### src/ghostSprite.svh
// Palette index of every sprite pixel, addressed as GhostPattern[row][col].
// Index 0 inside the sprite shows the background through.
localparam ghostPkg::paletteIdxT GhostPattern [16][16] = '{
	'{3'h0, 3'h0, 3'h0, 3'h0, 3'h0, 3'h0, 3'h1, 3'h0,
	  3'h0, 3'h0, 3'h1, 3'h1, 3'h0, 3'h0, 3'h0, 3'h0}, // Row 0.
	'{3'h0, 3'h0, 3'h0, 3'h0, 3'h1, 3'h1, 3'h0, 3'h1,
	  3'h1, 3'h2, 3'h1, 3'h0, 3'h1, 3'h0, 3'h1, 3'h0},
	'{3'h1, 3'h0, 3'h0, 3'h1, 3'h0, 3'h1, 3'h2, 3'h1,
	  3'h0, 3'h2, 3'h0, 3'h1, 3'h1, 3'h0, 3'h0, 3'h0},
	'{3'h0, 3'h0, 3'h1, 3'h1, 3'h2, 3'h3, 3'h3, 3'h3,
	  3'h3, 3'h2, 3'h2, 3'h1, 3'h2, 3'h1, 3'h0, 3'h1},
	'{3'h0, 3'h1, 3'h2, 3'h3, 3'h3, 3'h3, 3'h3, 3'h4,
	  3'h4, 3'h4, 3'h4, 3'h2, 3'h0, 3'h1, 3'h0, 3'h0}, // Row 4.
	'{3'h0, 3'h1, 3'h5, 3'h3, 3'h4, 3'h4, 3'h4, 3'h4,
	  3'h4, 3'h4, 3'h4, 3'h5, 3'h2, 3'h1, 3'h1, 3'h0},
	'{3'h1, 3'h5, 3'h5, 3'h3, 3'h4, 3'h4, 3'h4, 3'h4,
	  3'h4, 3'h4, 3'h5, 3'h5, 3'h4, 3'h2, 3'h0, 3'h0},
	'{3'h0, 3'h5, 3'h5, 3'h5, 3'h4, 3'h4, 3'h4, 3'h4,
	  3'h5, 3'h5, 3'h5, 3'h5, 3'h4, 3'h2, 3'h1, 3'h0},
	'{3'h0, 3'h5, 3'h6, 3'h5, 3'h5, 3'h4, 3'h4, 3'h5,
	  3'h6, 3'h5, 3'h5, 3'h4, 3'h4, 3'h2, 3'h1, 3'h0}, // Row 8 holds the pupils.
	'{3'h0, 3'h1, 3'h5, 3'h5, 3'h4, 3'h4, 3'h4, 3'h4,
	  3'h5, 3'h5, 3'h4, 3'h4, 3'h4, 3'h2, 3'h1, 3'h0},
	'{3'h1, 3'h1, 3'h4, 3'h4, 3'h4, 3'h4, 3'h4, 3'h4,
	  3'h4, 3'h4, 3'h4, 3'h4, 3'h4, 3'h2, 3'h0, 3'h1},
	'{3'h0, 3'h1, 3'h1, 3'h5, 3'h7, 3'h7, 3'h7, 3'h7,
	  3'h5, 3'h4, 3'h4, 3'h4, 3'h2, 3'h1, 3'h0, 3'h0},
	'{3'h0, 3'h0, 3'h1, 3'h5, 3'h3, 3'h3, 3'h4, 3'h4,
	  3'h5, 3'h4, 3'h4, 3'h2, 3'h1, 3'h0, 3'h0, 3'h0}, // Row 12.
	'{3'h0, 3'h0, 3'h0, 3'h1, 3'h1, 3'h3, 3'h3, 3'h3,
	  3'h4, 3'h2, 3'h1, 3'h0, 3'h0, 3'h1, 3'h1, 3'h0},
	'{3'h0, 3'h0, 3'h1, 3'h0, 3'h0, 3'h1, 3'h1, 3'h2,
	  3'h2, 3'h1, 3'h1, 3'h0, 3'h0, 3'h0, 3'h0, 3'h1},
	'{3'h0, 3'h0, 3'h0, 3'h0, 3'h0, 3'h0, 3'h0, 3'h1,
	  3'h0, 3'h0, 3'h0, 3'h1, 3'h0, 3'h0, 3'h0, 3'h0}
};

### src/ghostPkg.sv
package ghostPkg;

	// ======================================
	// Widths that carry a meaning
	// ======================================
	typedef logic [9:0]  coordT;      // Screen coordinate on either axis.
	typedef logic [11:0] rgb444T;     // Stored colour with 4 bits per channel.
	typedef logic [7:0]  channelT;    // One output colour channel.
	typedef logic [2:0]  paletteIdxT;
	typedef logic [3:0]  offsetT;     // Row or column inside the sprite.

	// A point on the screen. Used for the scan position and the sprite corner.
	typedef struct packed {
		coordT x;
		coordT y;
	} drawPosT;

	typedef struct packed {
		logic   hit;
		offsetT row;
		offsetT col;
	} spriteHitT;

	typedef struct packed {
		channelT red;
		channelT green;
		channelT blue;
	} pixelRgbT;

	// ======================================
	// Screen and sprite geometry
	// ======================================
	localparam int SpriteSize   = 16;
	localparam int ScreenWidth  = 640;
	localparam int ScreenHeight = 480;

	// Largest top-left corner that still keeps the whole sprite on screen.
	localparam coordT MaxX = coordT'(ScreenWidth - SpriteSize);
	localparam coordT MaxY = coordT'(ScreenHeight - SpriteSize);

	// Feedback mask for x^10 + x^7 + 1 with the state shifting right.
	localparam coordT LfsrTaps = 10'h240;

	// ======================================
	// Palette
	// ======================================
	localparam paletteIdxT BackgroundIdx = 3'd0;

	localparam rgb444T GhostPalette [8] = '{
		12'h4ff, // Cyan background.
		12'h73f, // Outline.
		12'h97d,
		12'h335,
		12'h224, // Body.
		12'hfff, // Eye whites.
		12'h000, // Pupils.
		12'hd79  // Mouth.
	};

endpackage

### src/ghostPosition.sv
`timescale 1ns/1ps

module ghostPosition #(
	parameter ghostPkg::coordT InitX = 10'd100,
	parameter ghostPkg::coordT InitY = 10'd200
) (
	input  logic              Clk,
	input  logic              arstN,
	input  logic              Step,  // One-cycle request for a new position.
	output ghostPkg::drawPosT Pos
);
	import ghostPkg::*;

	drawPosT lfsrState; // One LFSR per axis, held as an x and y pair.
	drawPosT lfsrNext;
	logic    acceptX;
	logic    acceptY;

	// One Galois step. The bit shifted out decides whether the taps are applied.
	function automatic coordT galoisStep(input coordT state);
		coordT shifted;
		shifted = state >> 1;
		if (state[0]) begin
			shifted = shifted ^ LfsrTaps;
		end
		return shifted;
	endfunction

	always_comb begin
		lfsrNext.x = galoisStep(lfsrState.x);
		lfsrNext.y = galoisStep(lfsrState.y);

		// A corner past these limits would push part of the sprite off screen.
		acceptX = (lfsrNext.x <= MaxX);
		acceptY = (lfsrNext.y <= MaxY);
	end

	// ======================================
	// LFSR state and accepted position
	// ======================================
	always_ff @(posedge Clk or negedge arstN) begin
		if (!arstN) begin
			lfsrState <= '{x: InitX, y: InitY};
			Pos       <= '{x: InitX, y: InitY};
		end else if (Step) begin
			lfsrState <= lfsrNext; // The sequence moves on even when a value is refused.
			if (acceptX) begin
				Pos.x <= lfsrNext.x;
			end
			if (acceptY) begin
				Pos.y <= lfsrNext.y;
			end
		end
	end

endmodule

### src/ghostHitDecode.sv
`timescale 1ns/1ps

module ghostHitDecode (
	input  logic                Clk,
	input  logic                arstN,
	input  ghostPkg::drawPosT   Draw,  // Coordinate being scanned.
	input  ghostPkg::drawPosT   Pos,   // Top-left corner of the sprite.
	output ghostPkg::spriteHitT Hit
);
	import ghostPkg::*;

	// One bit wider than a coordinate, so a scan point left of or above the
	// sprite sets the top bit instead of wrapping back into range.
	typedef logic [$bits(coordT):0] coordDiffT;

	coordDiffT diffX;
	coordDiffT diffY;
	logic      inX;
	logic      inY;
	spriteHitT hitNext;

	always_comb begin
		diffX = {1'b0, Draw.x} - {1'b0, Pos.x};
		diffY = {1'b0, Draw.y} - {1'b0, Pos.y};

		// Inside the sprite when only the offset bits can be set.
		inX = (diffX[$bits(coordT):$bits(offsetT)] == '0);
		inY = (diffY[$bits(coordT):$bits(offsetT)] == '0);

		hitNext.hit = inX && inY;
		hitNext.row = diffY[$bits(offsetT)-1:0];
		hitNext.col = diffX[$bits(offsetT)-1:0];
	end

	// ======================================
	// Decode register
	// ======================================
	always_ff @(posedge Clk or negedge arstN) begin
		if (!arstN) begin
			Hit <= '0;
		end else begin
			Hit <= hitNext; // Offsets pass through even on a miss.
		end
	end

endmodule

### src/ghostPatternLookup.sv
`timescale 1ns/1ps

module ghostPatternLookup (
	input  logic                 Clk,
	input  logic                 arstN,
	input  ghostPkg::spriteHitT  Hit,
	output ghostPkg::paletteIdxT Idx
);
	import ghostPkg::*;

	`include "ghostSprite.svh"

	paletteIdxT patternIdx;
	paletteIdxT idxNext;

	// Table read for the offset the decode stage produced.
	always_comb begin
		patternIdx = GhostPattern[Hit.row][Hit.col];
	end

	// Points off the sprite fall back to the background entry.
	always_comb begin
		if (Hit.hit) begin
			idxNext = patternIdx;
		end else begin
			idxNext = BackgroundIdx;
		end
	end

	always_ff @(posedge Clk or negedge arstN) begin
		if (!arstN) begin
			Idx <= BackgroundIdx;
		end else begin
			Idx <= idxNext;
		end
	end

endmodule

### src/ghostPalette.sv
`timescale 1ns/1ps

module ghostPalette (
	input  logic                 Clk,
	input  logic                 arstN,
	input  ghostPkg::paletteIdxT Idx,
	output ghostPkg::pixelRgbT   Pixel
);
	import ghostPkg::*;

	rgb444T   colour;
	pixelRgbT pixelNext;

	// Each nibble becomes the upper half of its 8-bit channel.
	function automatic pixelRgbT expandRgb(input rgb444T c);
		pixelRgbT p;
		p.red   = {c[11:8], 4'h0};
		p.green = {c[7:4], 4'h0};
		p.blue  = {c[3:0], 4'h0};
		return p;
	endfunction

	always_comb begin
		colour    = GhostPalette[Idx];
		pixelNext = expandRgb(colour);
	end

	// ======================================
	// Output register
	// ======================================
	always_ff @(posedge Clk or negedge arstN) begin
		if (!arstN) begin
			Pixel <= expandRgb(GhostPalette[BackgroundIdx]);
		end else begin
			Pixel <= pixelNext;
		end
	end

endmodule

### src/ghostRenderer.sv
`timescale 1ns/1ps

module ghostRenderer #(
	parameter ghostPkg::coordT InitX = 10'd100,
	parameter ghostPkg::coordT InitY = 10'd200
) (
	input  logic               Clk,
	input  logic               arstN,
	input  logic               Step,
	input  ghostPkg::drawPosT  Draw,
	output ghostPkg::drawPosT  Pos,
	output ghostPkg::pixelRgbT Pixel
);
	import ghostPkg::*;

	spriteHitT  hit; // Decode to execute.
	paletteIdxT idx; // Execute to result.

	ghostPosition #(
		.InitX(InitX),
		.InitY(InitY)
	) position_i (
		.Clk(Clk),
		.arstN(arstN),
		.Step(Step),
		.Pos(Pos)
	);

	// Three register stages, so Pixel trails Draw by three edges.
	ghostHitDecode decode_i (
		.Clk(Clk),
		.arstN(arstN),
		.Draw(Draw),
		.Pos(Pos),
		.Hit(hit)
	);

	ghostPatternLookup lookup_i (
		.Clk(Clk),
		.arstN(arstN),
		.Hit(hit),
		.Idx(idx)
	);

	ghostPalette palette_i (
		.Clk(Clk),
		.arstN(arstN),
		.Idx(idx),
		.Pixel(Pixel)
	);

endmodule

### config.mk
export PLATFORM = sky130hd
export DESIGN_NAME = ghostRenderer
export DESIGN_NICKNAME = d
export VERILOG_FILES = /design/src/ghostPkg.sv /design/src/ghostPosition.sv /design/src/ghostHitDecode.sv /design/src/ghostPatternLookup.sv /design/src/ghostPalette.sv /design/src/ghostRenderer.sv
export VERILOG_INCLUDE_DIRS = /design/src
export SDC_FILE = /design/constraint.sdc
export NUM_CORES = 1
export LEC_CHECK = 0
export BUFFER_PORTS_ARGS = -buffer_cell sky130_fd_sc_hd__buf_2
export CORE_MARGIN = 2
export CORE_UTILIZATION = 60
export CTS_BUF_LIST = sky130_fd_sc_hd__clkbuf_8
export CTS_CLUSTER_DIAMETER = 150
export DETAILED_ROUTE_END_ITERATION = 6
export HOLD_SLACK_MARGIN = 0.1
export PLACE_DENSITY = 0.81
export SYNTH_ARGS = -nofsm -noshare
export SYNTH_HDL_FRONTEND = slang
export SYNTH_SLANG_ARGS = --single-unit
### constraint.sdc
create_clock -name Clk -period 7.54 [get_ports Clk]
set_input_delay 0.377 -clock Clk [delete_from_list [all_inputs] [get_ports Clk]]
set_output_delay 0.377 -clock Clk [all_outputs]
set_load 0.03 [all_outputs]
Word level (Yosys, flattened, before mapping)
Memory sizes are Yosys's and may differ from the RTL's. A register that Yosys moved wholly into a read port is not among the register bits.
Cells that the tools add are included.
- register bits: 52
- bits in read-only memories: 864
- input bits: 23
- output and inout port bits: 44
- word-level logic and storage cells: 35
- memories: 2
- add/sub/neg operators: 2
- $lt $le $gt $ge: 4
- mux-type cells: 8
- bitwise gates (word level): 5
- reduce and logical (&&, ||, !) cells: 6
- memory list (name ; depth ; width ; read ports ; clocked after Yosys merged registers in ; wr ports ; RTL line ; source):
    (name not given) ; 16 ; 48 ; 1 ; 0 ; 0 ; ghostPatternLookup.sv:18 ; patternIdx = GhostPattern[Hit.row][Hit.col];
    (name not given) ; 8 ; 12 ; 1 ; 1 ; 0 ; ghostPalette.sv:24 ; colour = GhostPalette[Idx];
- operators by type and width (cell ; count):
    48-bit two-way mux ; 2
    10-bit by 10-bit subtractor with 11-bit output ; 2
    10-bit two-way mux ; 2
    7-bit zero test ; 2
    3-bit binary-select mux with 4-bit select ; 1
    5-bit greater-or-equal comparator (second input constant) ; 2
    10-bit less-or-equal comparator (second input constant) ; 1
    10-bit by 9-bit less-or-equal comparator with 1-bit output (second input constant) ; 1
    4-bit inverter with 5-bit output ; 2
    3-bit two-way mux ; 3
    1-bit inverter with 2-bit output ; 2
    3-bit inverter with 4-bit output ; 1
    2-bit AND reduction ; 2
    1-bit logical AND ; 1
    1-bit zero test ; 1

Logic depth before layout (Yosys ltp)
- word-level depth: 8
- mapped depth: 10
- mapped depth without buffers: 10

Modules after synthesis
From an unflattened synthesis, not the netlist that was laid out.
- cells, all modules: 469
- area, all modules: 4484.3 sq um
- modules (own cells, without submodules) (module ; instances ; cells each ; area each (sq um) ; seq. area each (sq um)):
    ghostPosition ; 1 ; 112 ; 1621.6 ; 1016.0
    ghostHitDecode ; 1 ; 157 ; 1249.9 ; 225.2
    ghostPatternLookup ; 1 ; 158 ; 1106.1 ; 75.1
    ghostPalette ; 1 ; 42 ; 506.7 ; 285.3

Worst setup path before layout
No wires, ideal clock.
- path kind: register to register
- from: register, netlist name position_i.Pos[10]
- to: register, netlist name decode_i.Hit[8]
- library setup time: 0.095 ns
- data arrival time: 2.624 ns
- required time: 7.445 ns
- slack: 4.821 ns
- cell stages (with the launch flop): 10
- path buffers: 0
- clock period less this slack: 2.719 ns
- cell sequence: dfrtp_1 -> ha_1 -> inv_1 -> fa_1 -> a21o_1 -> nand3b_1 -> nand4bb_1 -> or4_1 -> or4_1 -> nor4b_2

Final worst setup path
- from: register, netlist name decode_i.Hit[6]
- to: register lookup_i.Idx[1]
- longest elaborated chain between the ends: 8
- RTL lines (what ; RTL line ; source):
    4-bit inverter with 5-bit output (not written as such) ; ghostPatternLookup.sv:18 ;
    memory read 16 x 48 bit ; -- ;
    48-bit two-way mux (not written as such) (2 in series) ; ghostPatternLookup.sv:18 ;
    3-bit binary-select mux with 4-bit select ; ghostPatternLookup.sv:18 ;
    3-bit two-way mux (not written as such) (2 in series) ; ghostPatternLookup.sv:18 ;
    3-bit two-way mux ; ghostPatternLookup.sv:23 ; if (Hit.hit) begin
    named net lookup_i.idxNext[1] ; ghostPatternLookup.sv:14 ; paletteIdxT idxNext;
    end signal, assigned ; ghostPatternLookup.sv:32 ; Idx <= BackgroundIdx;
    end signal, assigned ; ghostPatternLookup.sv:34 ; Idx <= idxNext;
    end, declared ; ghostPatternLookup.sv:7 ; output ghostPkg::paletteIdxT Idx
The timed path passes the listed nets, and every way through them passes these cells. The select of a mux whose other input is x is not followed.
A chain may end at the register's enable or synchronous reset.

==> run metrics <==
hold buffers post-CTS 0; Worst setup EP type flip-flop; synth unique cells 65; worst r2r src decode_i.Hit[6]; Final min period about 2700 ps; I/O pin cnt 67; synthesized cell area 0.00429 sq mm; RSZ-0062 raised after global routing false; CTS clk-pin slew, worst paths 80 ps; Hold Slack 166 ps; Clk Latency, worst-skew pair 340 ps; Inst Count DP 580; Initial DRT Pass Iterations 5; Final Wtd Congestion between 0.9 and 1; vias about 3500; CP max-delay cell dfrtp_1; Place WS 4700 ps; Max Clk Rate 367 MHz; CTS Buf Count 9; setup total negative slack 0 ps; Worst path max stage delay between 1000 and 1500 ps; row cnt 30; switching share of power 0.462; DR iter-0 viols 151; main flop type after synthesis dfrtp_1; Top Family by Delay on Critical Path flip-flops; status finished clean; Post-synth EDFFs 0; clock sink total 63; Crit Path Max Fanout 37; fin worst setup slack approximately 4800 ps; # setup viols final 0; Syn-to-layout area delta 10.8%; CP Data Required Time 7770 ps; largest net degree at the start of global routing 64; register-to-register setup slack 4820 ps; Slew Viols, Final 0; Rel. slew slack 0.272; arrival time at the worst endpoint approximately 3000 ps; maxcap violations 0; post-route ant nets 0; post-synthesis sequential area ratio 0.374; DP HPWL approximately 6400 um; Max VDD drop about 0.27 mV; DIE HEIGHT 88.5 um; Routed wire per std cell 15.2 um; via/cell ratio 5.91; first-pass GRT wire length 14800 um; number of global-route vias before repair between 3000 and 4000; CTS Buffer Depth 2; clock group share of total power 0.147; Setup CP Type reg2reg; Pint between 0.001 and 0.0015 W; Reg power frac 0.325; share of layout cells above drive strength 1 0.246; Comb power frac 0.528; Overflow after GRT 0; Net count, final between 500 and 600; non-filler cells, final 596; post-cts gate resize count 0; Area contributors post-synth dfrtp_1 (25%), dfstp_2 (12%), ha_1 (9.3%); sw power 0.000998 W; # diodes 0; crit start category flip-flop; Synth top area share 0.251; crit path buf inv count 1; clk root buf clkbuf_8; async set-or-reset flop fraction in the synthesized netlist 1.00; CTS H-tree depth 3; die area 0.00783 sq mm; FF+latch count, synth 63; class of the worst hold path in2async; Port Buffers 54; initial core utilization 0.624; skew final 10.1 ps; GRT Util Overall 0.241; Leak 2.12 nW; Post-Syn Instances 454; Hold Violations, Final 0; Core Area about 0.007 sq mm; Die Wd 88.5 um; Least-Margin Pin Slew 1090 ps; power density over the cells around 460 mW/mm^2; Synth Area per Inst 9.44 sq um; WL final slightly above 9000 um; detailed-route DRC error count 0; RR Endpoint lookup_i.Idx[1]; antenna violations before repair 0; fillcell total 538; crit path from decode_i.Hit[6]; Register-to-Register Path Depth 6; area leader, netlist dfrtp_1; Post-CTS Setup Bufs 0; Cell Chain, Critical Path inv_1 -> a21boi_0 -> nor3b_1 -> a2111o_1 -> a311o_1 -> and3_1; synth warn 0; CTS tree yes; power consumption 0.00216 W; Final Cycle Share 0.361
## cells in the final DEF, fill, tap and decap left out, types with 3 or more instances in the layout
cell type  count
a211oi_1       9
nor2b_1        5
a21boi_0       4
xor2_1         6
a21oi_1       27
buf_2         54
nand3b_1       4
o211ai_1       8
a311o_1        3
nand3_1        6
xnor2_1        5
nor3_1         7
o221ai_1       3
dfrtp_1       43
and2_1         5
o22ai_1        3
inv_1         38
o21ai_0       33
ha_1          32
clkbuf_8      11
nand2_1       37
mux2_2        22
conb_1        12
nand2b_1      12
dfstp_2       20
nor2_1        18
o2111ai_1      3
a31oi_1        3
mux2i_1        6
mux4_2         3
a21o_1         8
## cell usage after synthesis (all sizes together) (3+ instances only)
master,number
dfrtp,43
inv,38
nand2,37
o21ai,33
ha,32
a21oi,27
mux2,22
buf,21
dfstp,20
nor2,18
clkbuf,16
nand2b,12
a211oi,9
a21o,8
o211ai,8
nor3,7
mux2i,6
nand3,6
xor2,6
and2,5
nor2b,5
xnor2,5
a21boi,4
a31oi,4
nand3b,4
a311o,3
mux4,3
o2111ai,3
o221ai,3
o22ai,3
## metrics by stage
stage	utilization	area (sq um)
6_report	0.691	4750
5_1_grt	0.691	4750
4_1_cts	0.691	4750
3_5_place_dp	0.660	4530
3_3_place_gp	0.660	4530
2_1_floorplan	-	4330
## power groups by stage
stage / logic [W] / registers (W) / clock network (W)
after floorplan: 0.000888 / 0.000685 / 0
after global placement: 0.00109 / 0.000691 / 0
after detailed placement: 0.00112 / 0.000700 / 0
after CTS: 0.00113 / 0.000697 / 0.000323
after global routing: 0.00126 / 0.000731 / 0.000338
final: 0.00114 / 0.000702 / 0.000319
## flip-flops by register name, indices dropped and copies added (netlist names)
signal                count
lookup_i.Idx              3
palette_i.Pixel          11
decode_i.Hit              9
position_i.lfsrState     20
position_i.Pos           20
## layout make-up
cell class,count,area [sq um],share of cell area
inverters,39,146,0.0308
clock inverters,5,63.8,0.0134
clock buffers,11,151,0.0319
multi-input cells,326,2380,0.501
repair buffers,56,285,0.0601
flip-flops and latches,63,1600,0.337
well taps,96,120,0.0253
## worst max path at each step
| stage | endpoint | slack (ps) | cells after the start |
|---|---|---|---|
| floorplan | decode_i.Hit[8] | 4820 | 9 |
| global placement | decode_i.Hit[8] | 4810 | 11 |
| detailed placement | decode_i.Hit[8] | 4700 | 11 |
| CTS | decode_i.Hit[8] | 4830 | 9 |
| global route | lookup_i.Idx[1] | 4610 | 6 |
| finish | lookup_i.Idx[1] | 4820 | 6 |
## kinds of logic after synthesis
logic type / count (synthesis) / share of synthesized area
AOI/OAI and AO/OA: 129 / 0.201
and+or+nand+nor: 109 / 0.131
buffers and inverters: 76 / 0.0803
DFF: 63 / 0.374
adders and majority gates: 34 / 0.103
muxes: 31 / 0.0876
xor gates and xnor gates: 11 / 0.0225
other: 1 / 0.000875
## metal layers
metal  vias to the layer above  global-route usage  part of all wire
met5                         -                   0                 0
met2                       107               0.411              0.51
met3                         8              0.0569             0.046
met4                         0              0.0620            0.0087
li1                       1682                   -                 -
met1                      1728               0.310              0.44
No activity file was read; power rests on OpenSTA's default activity.
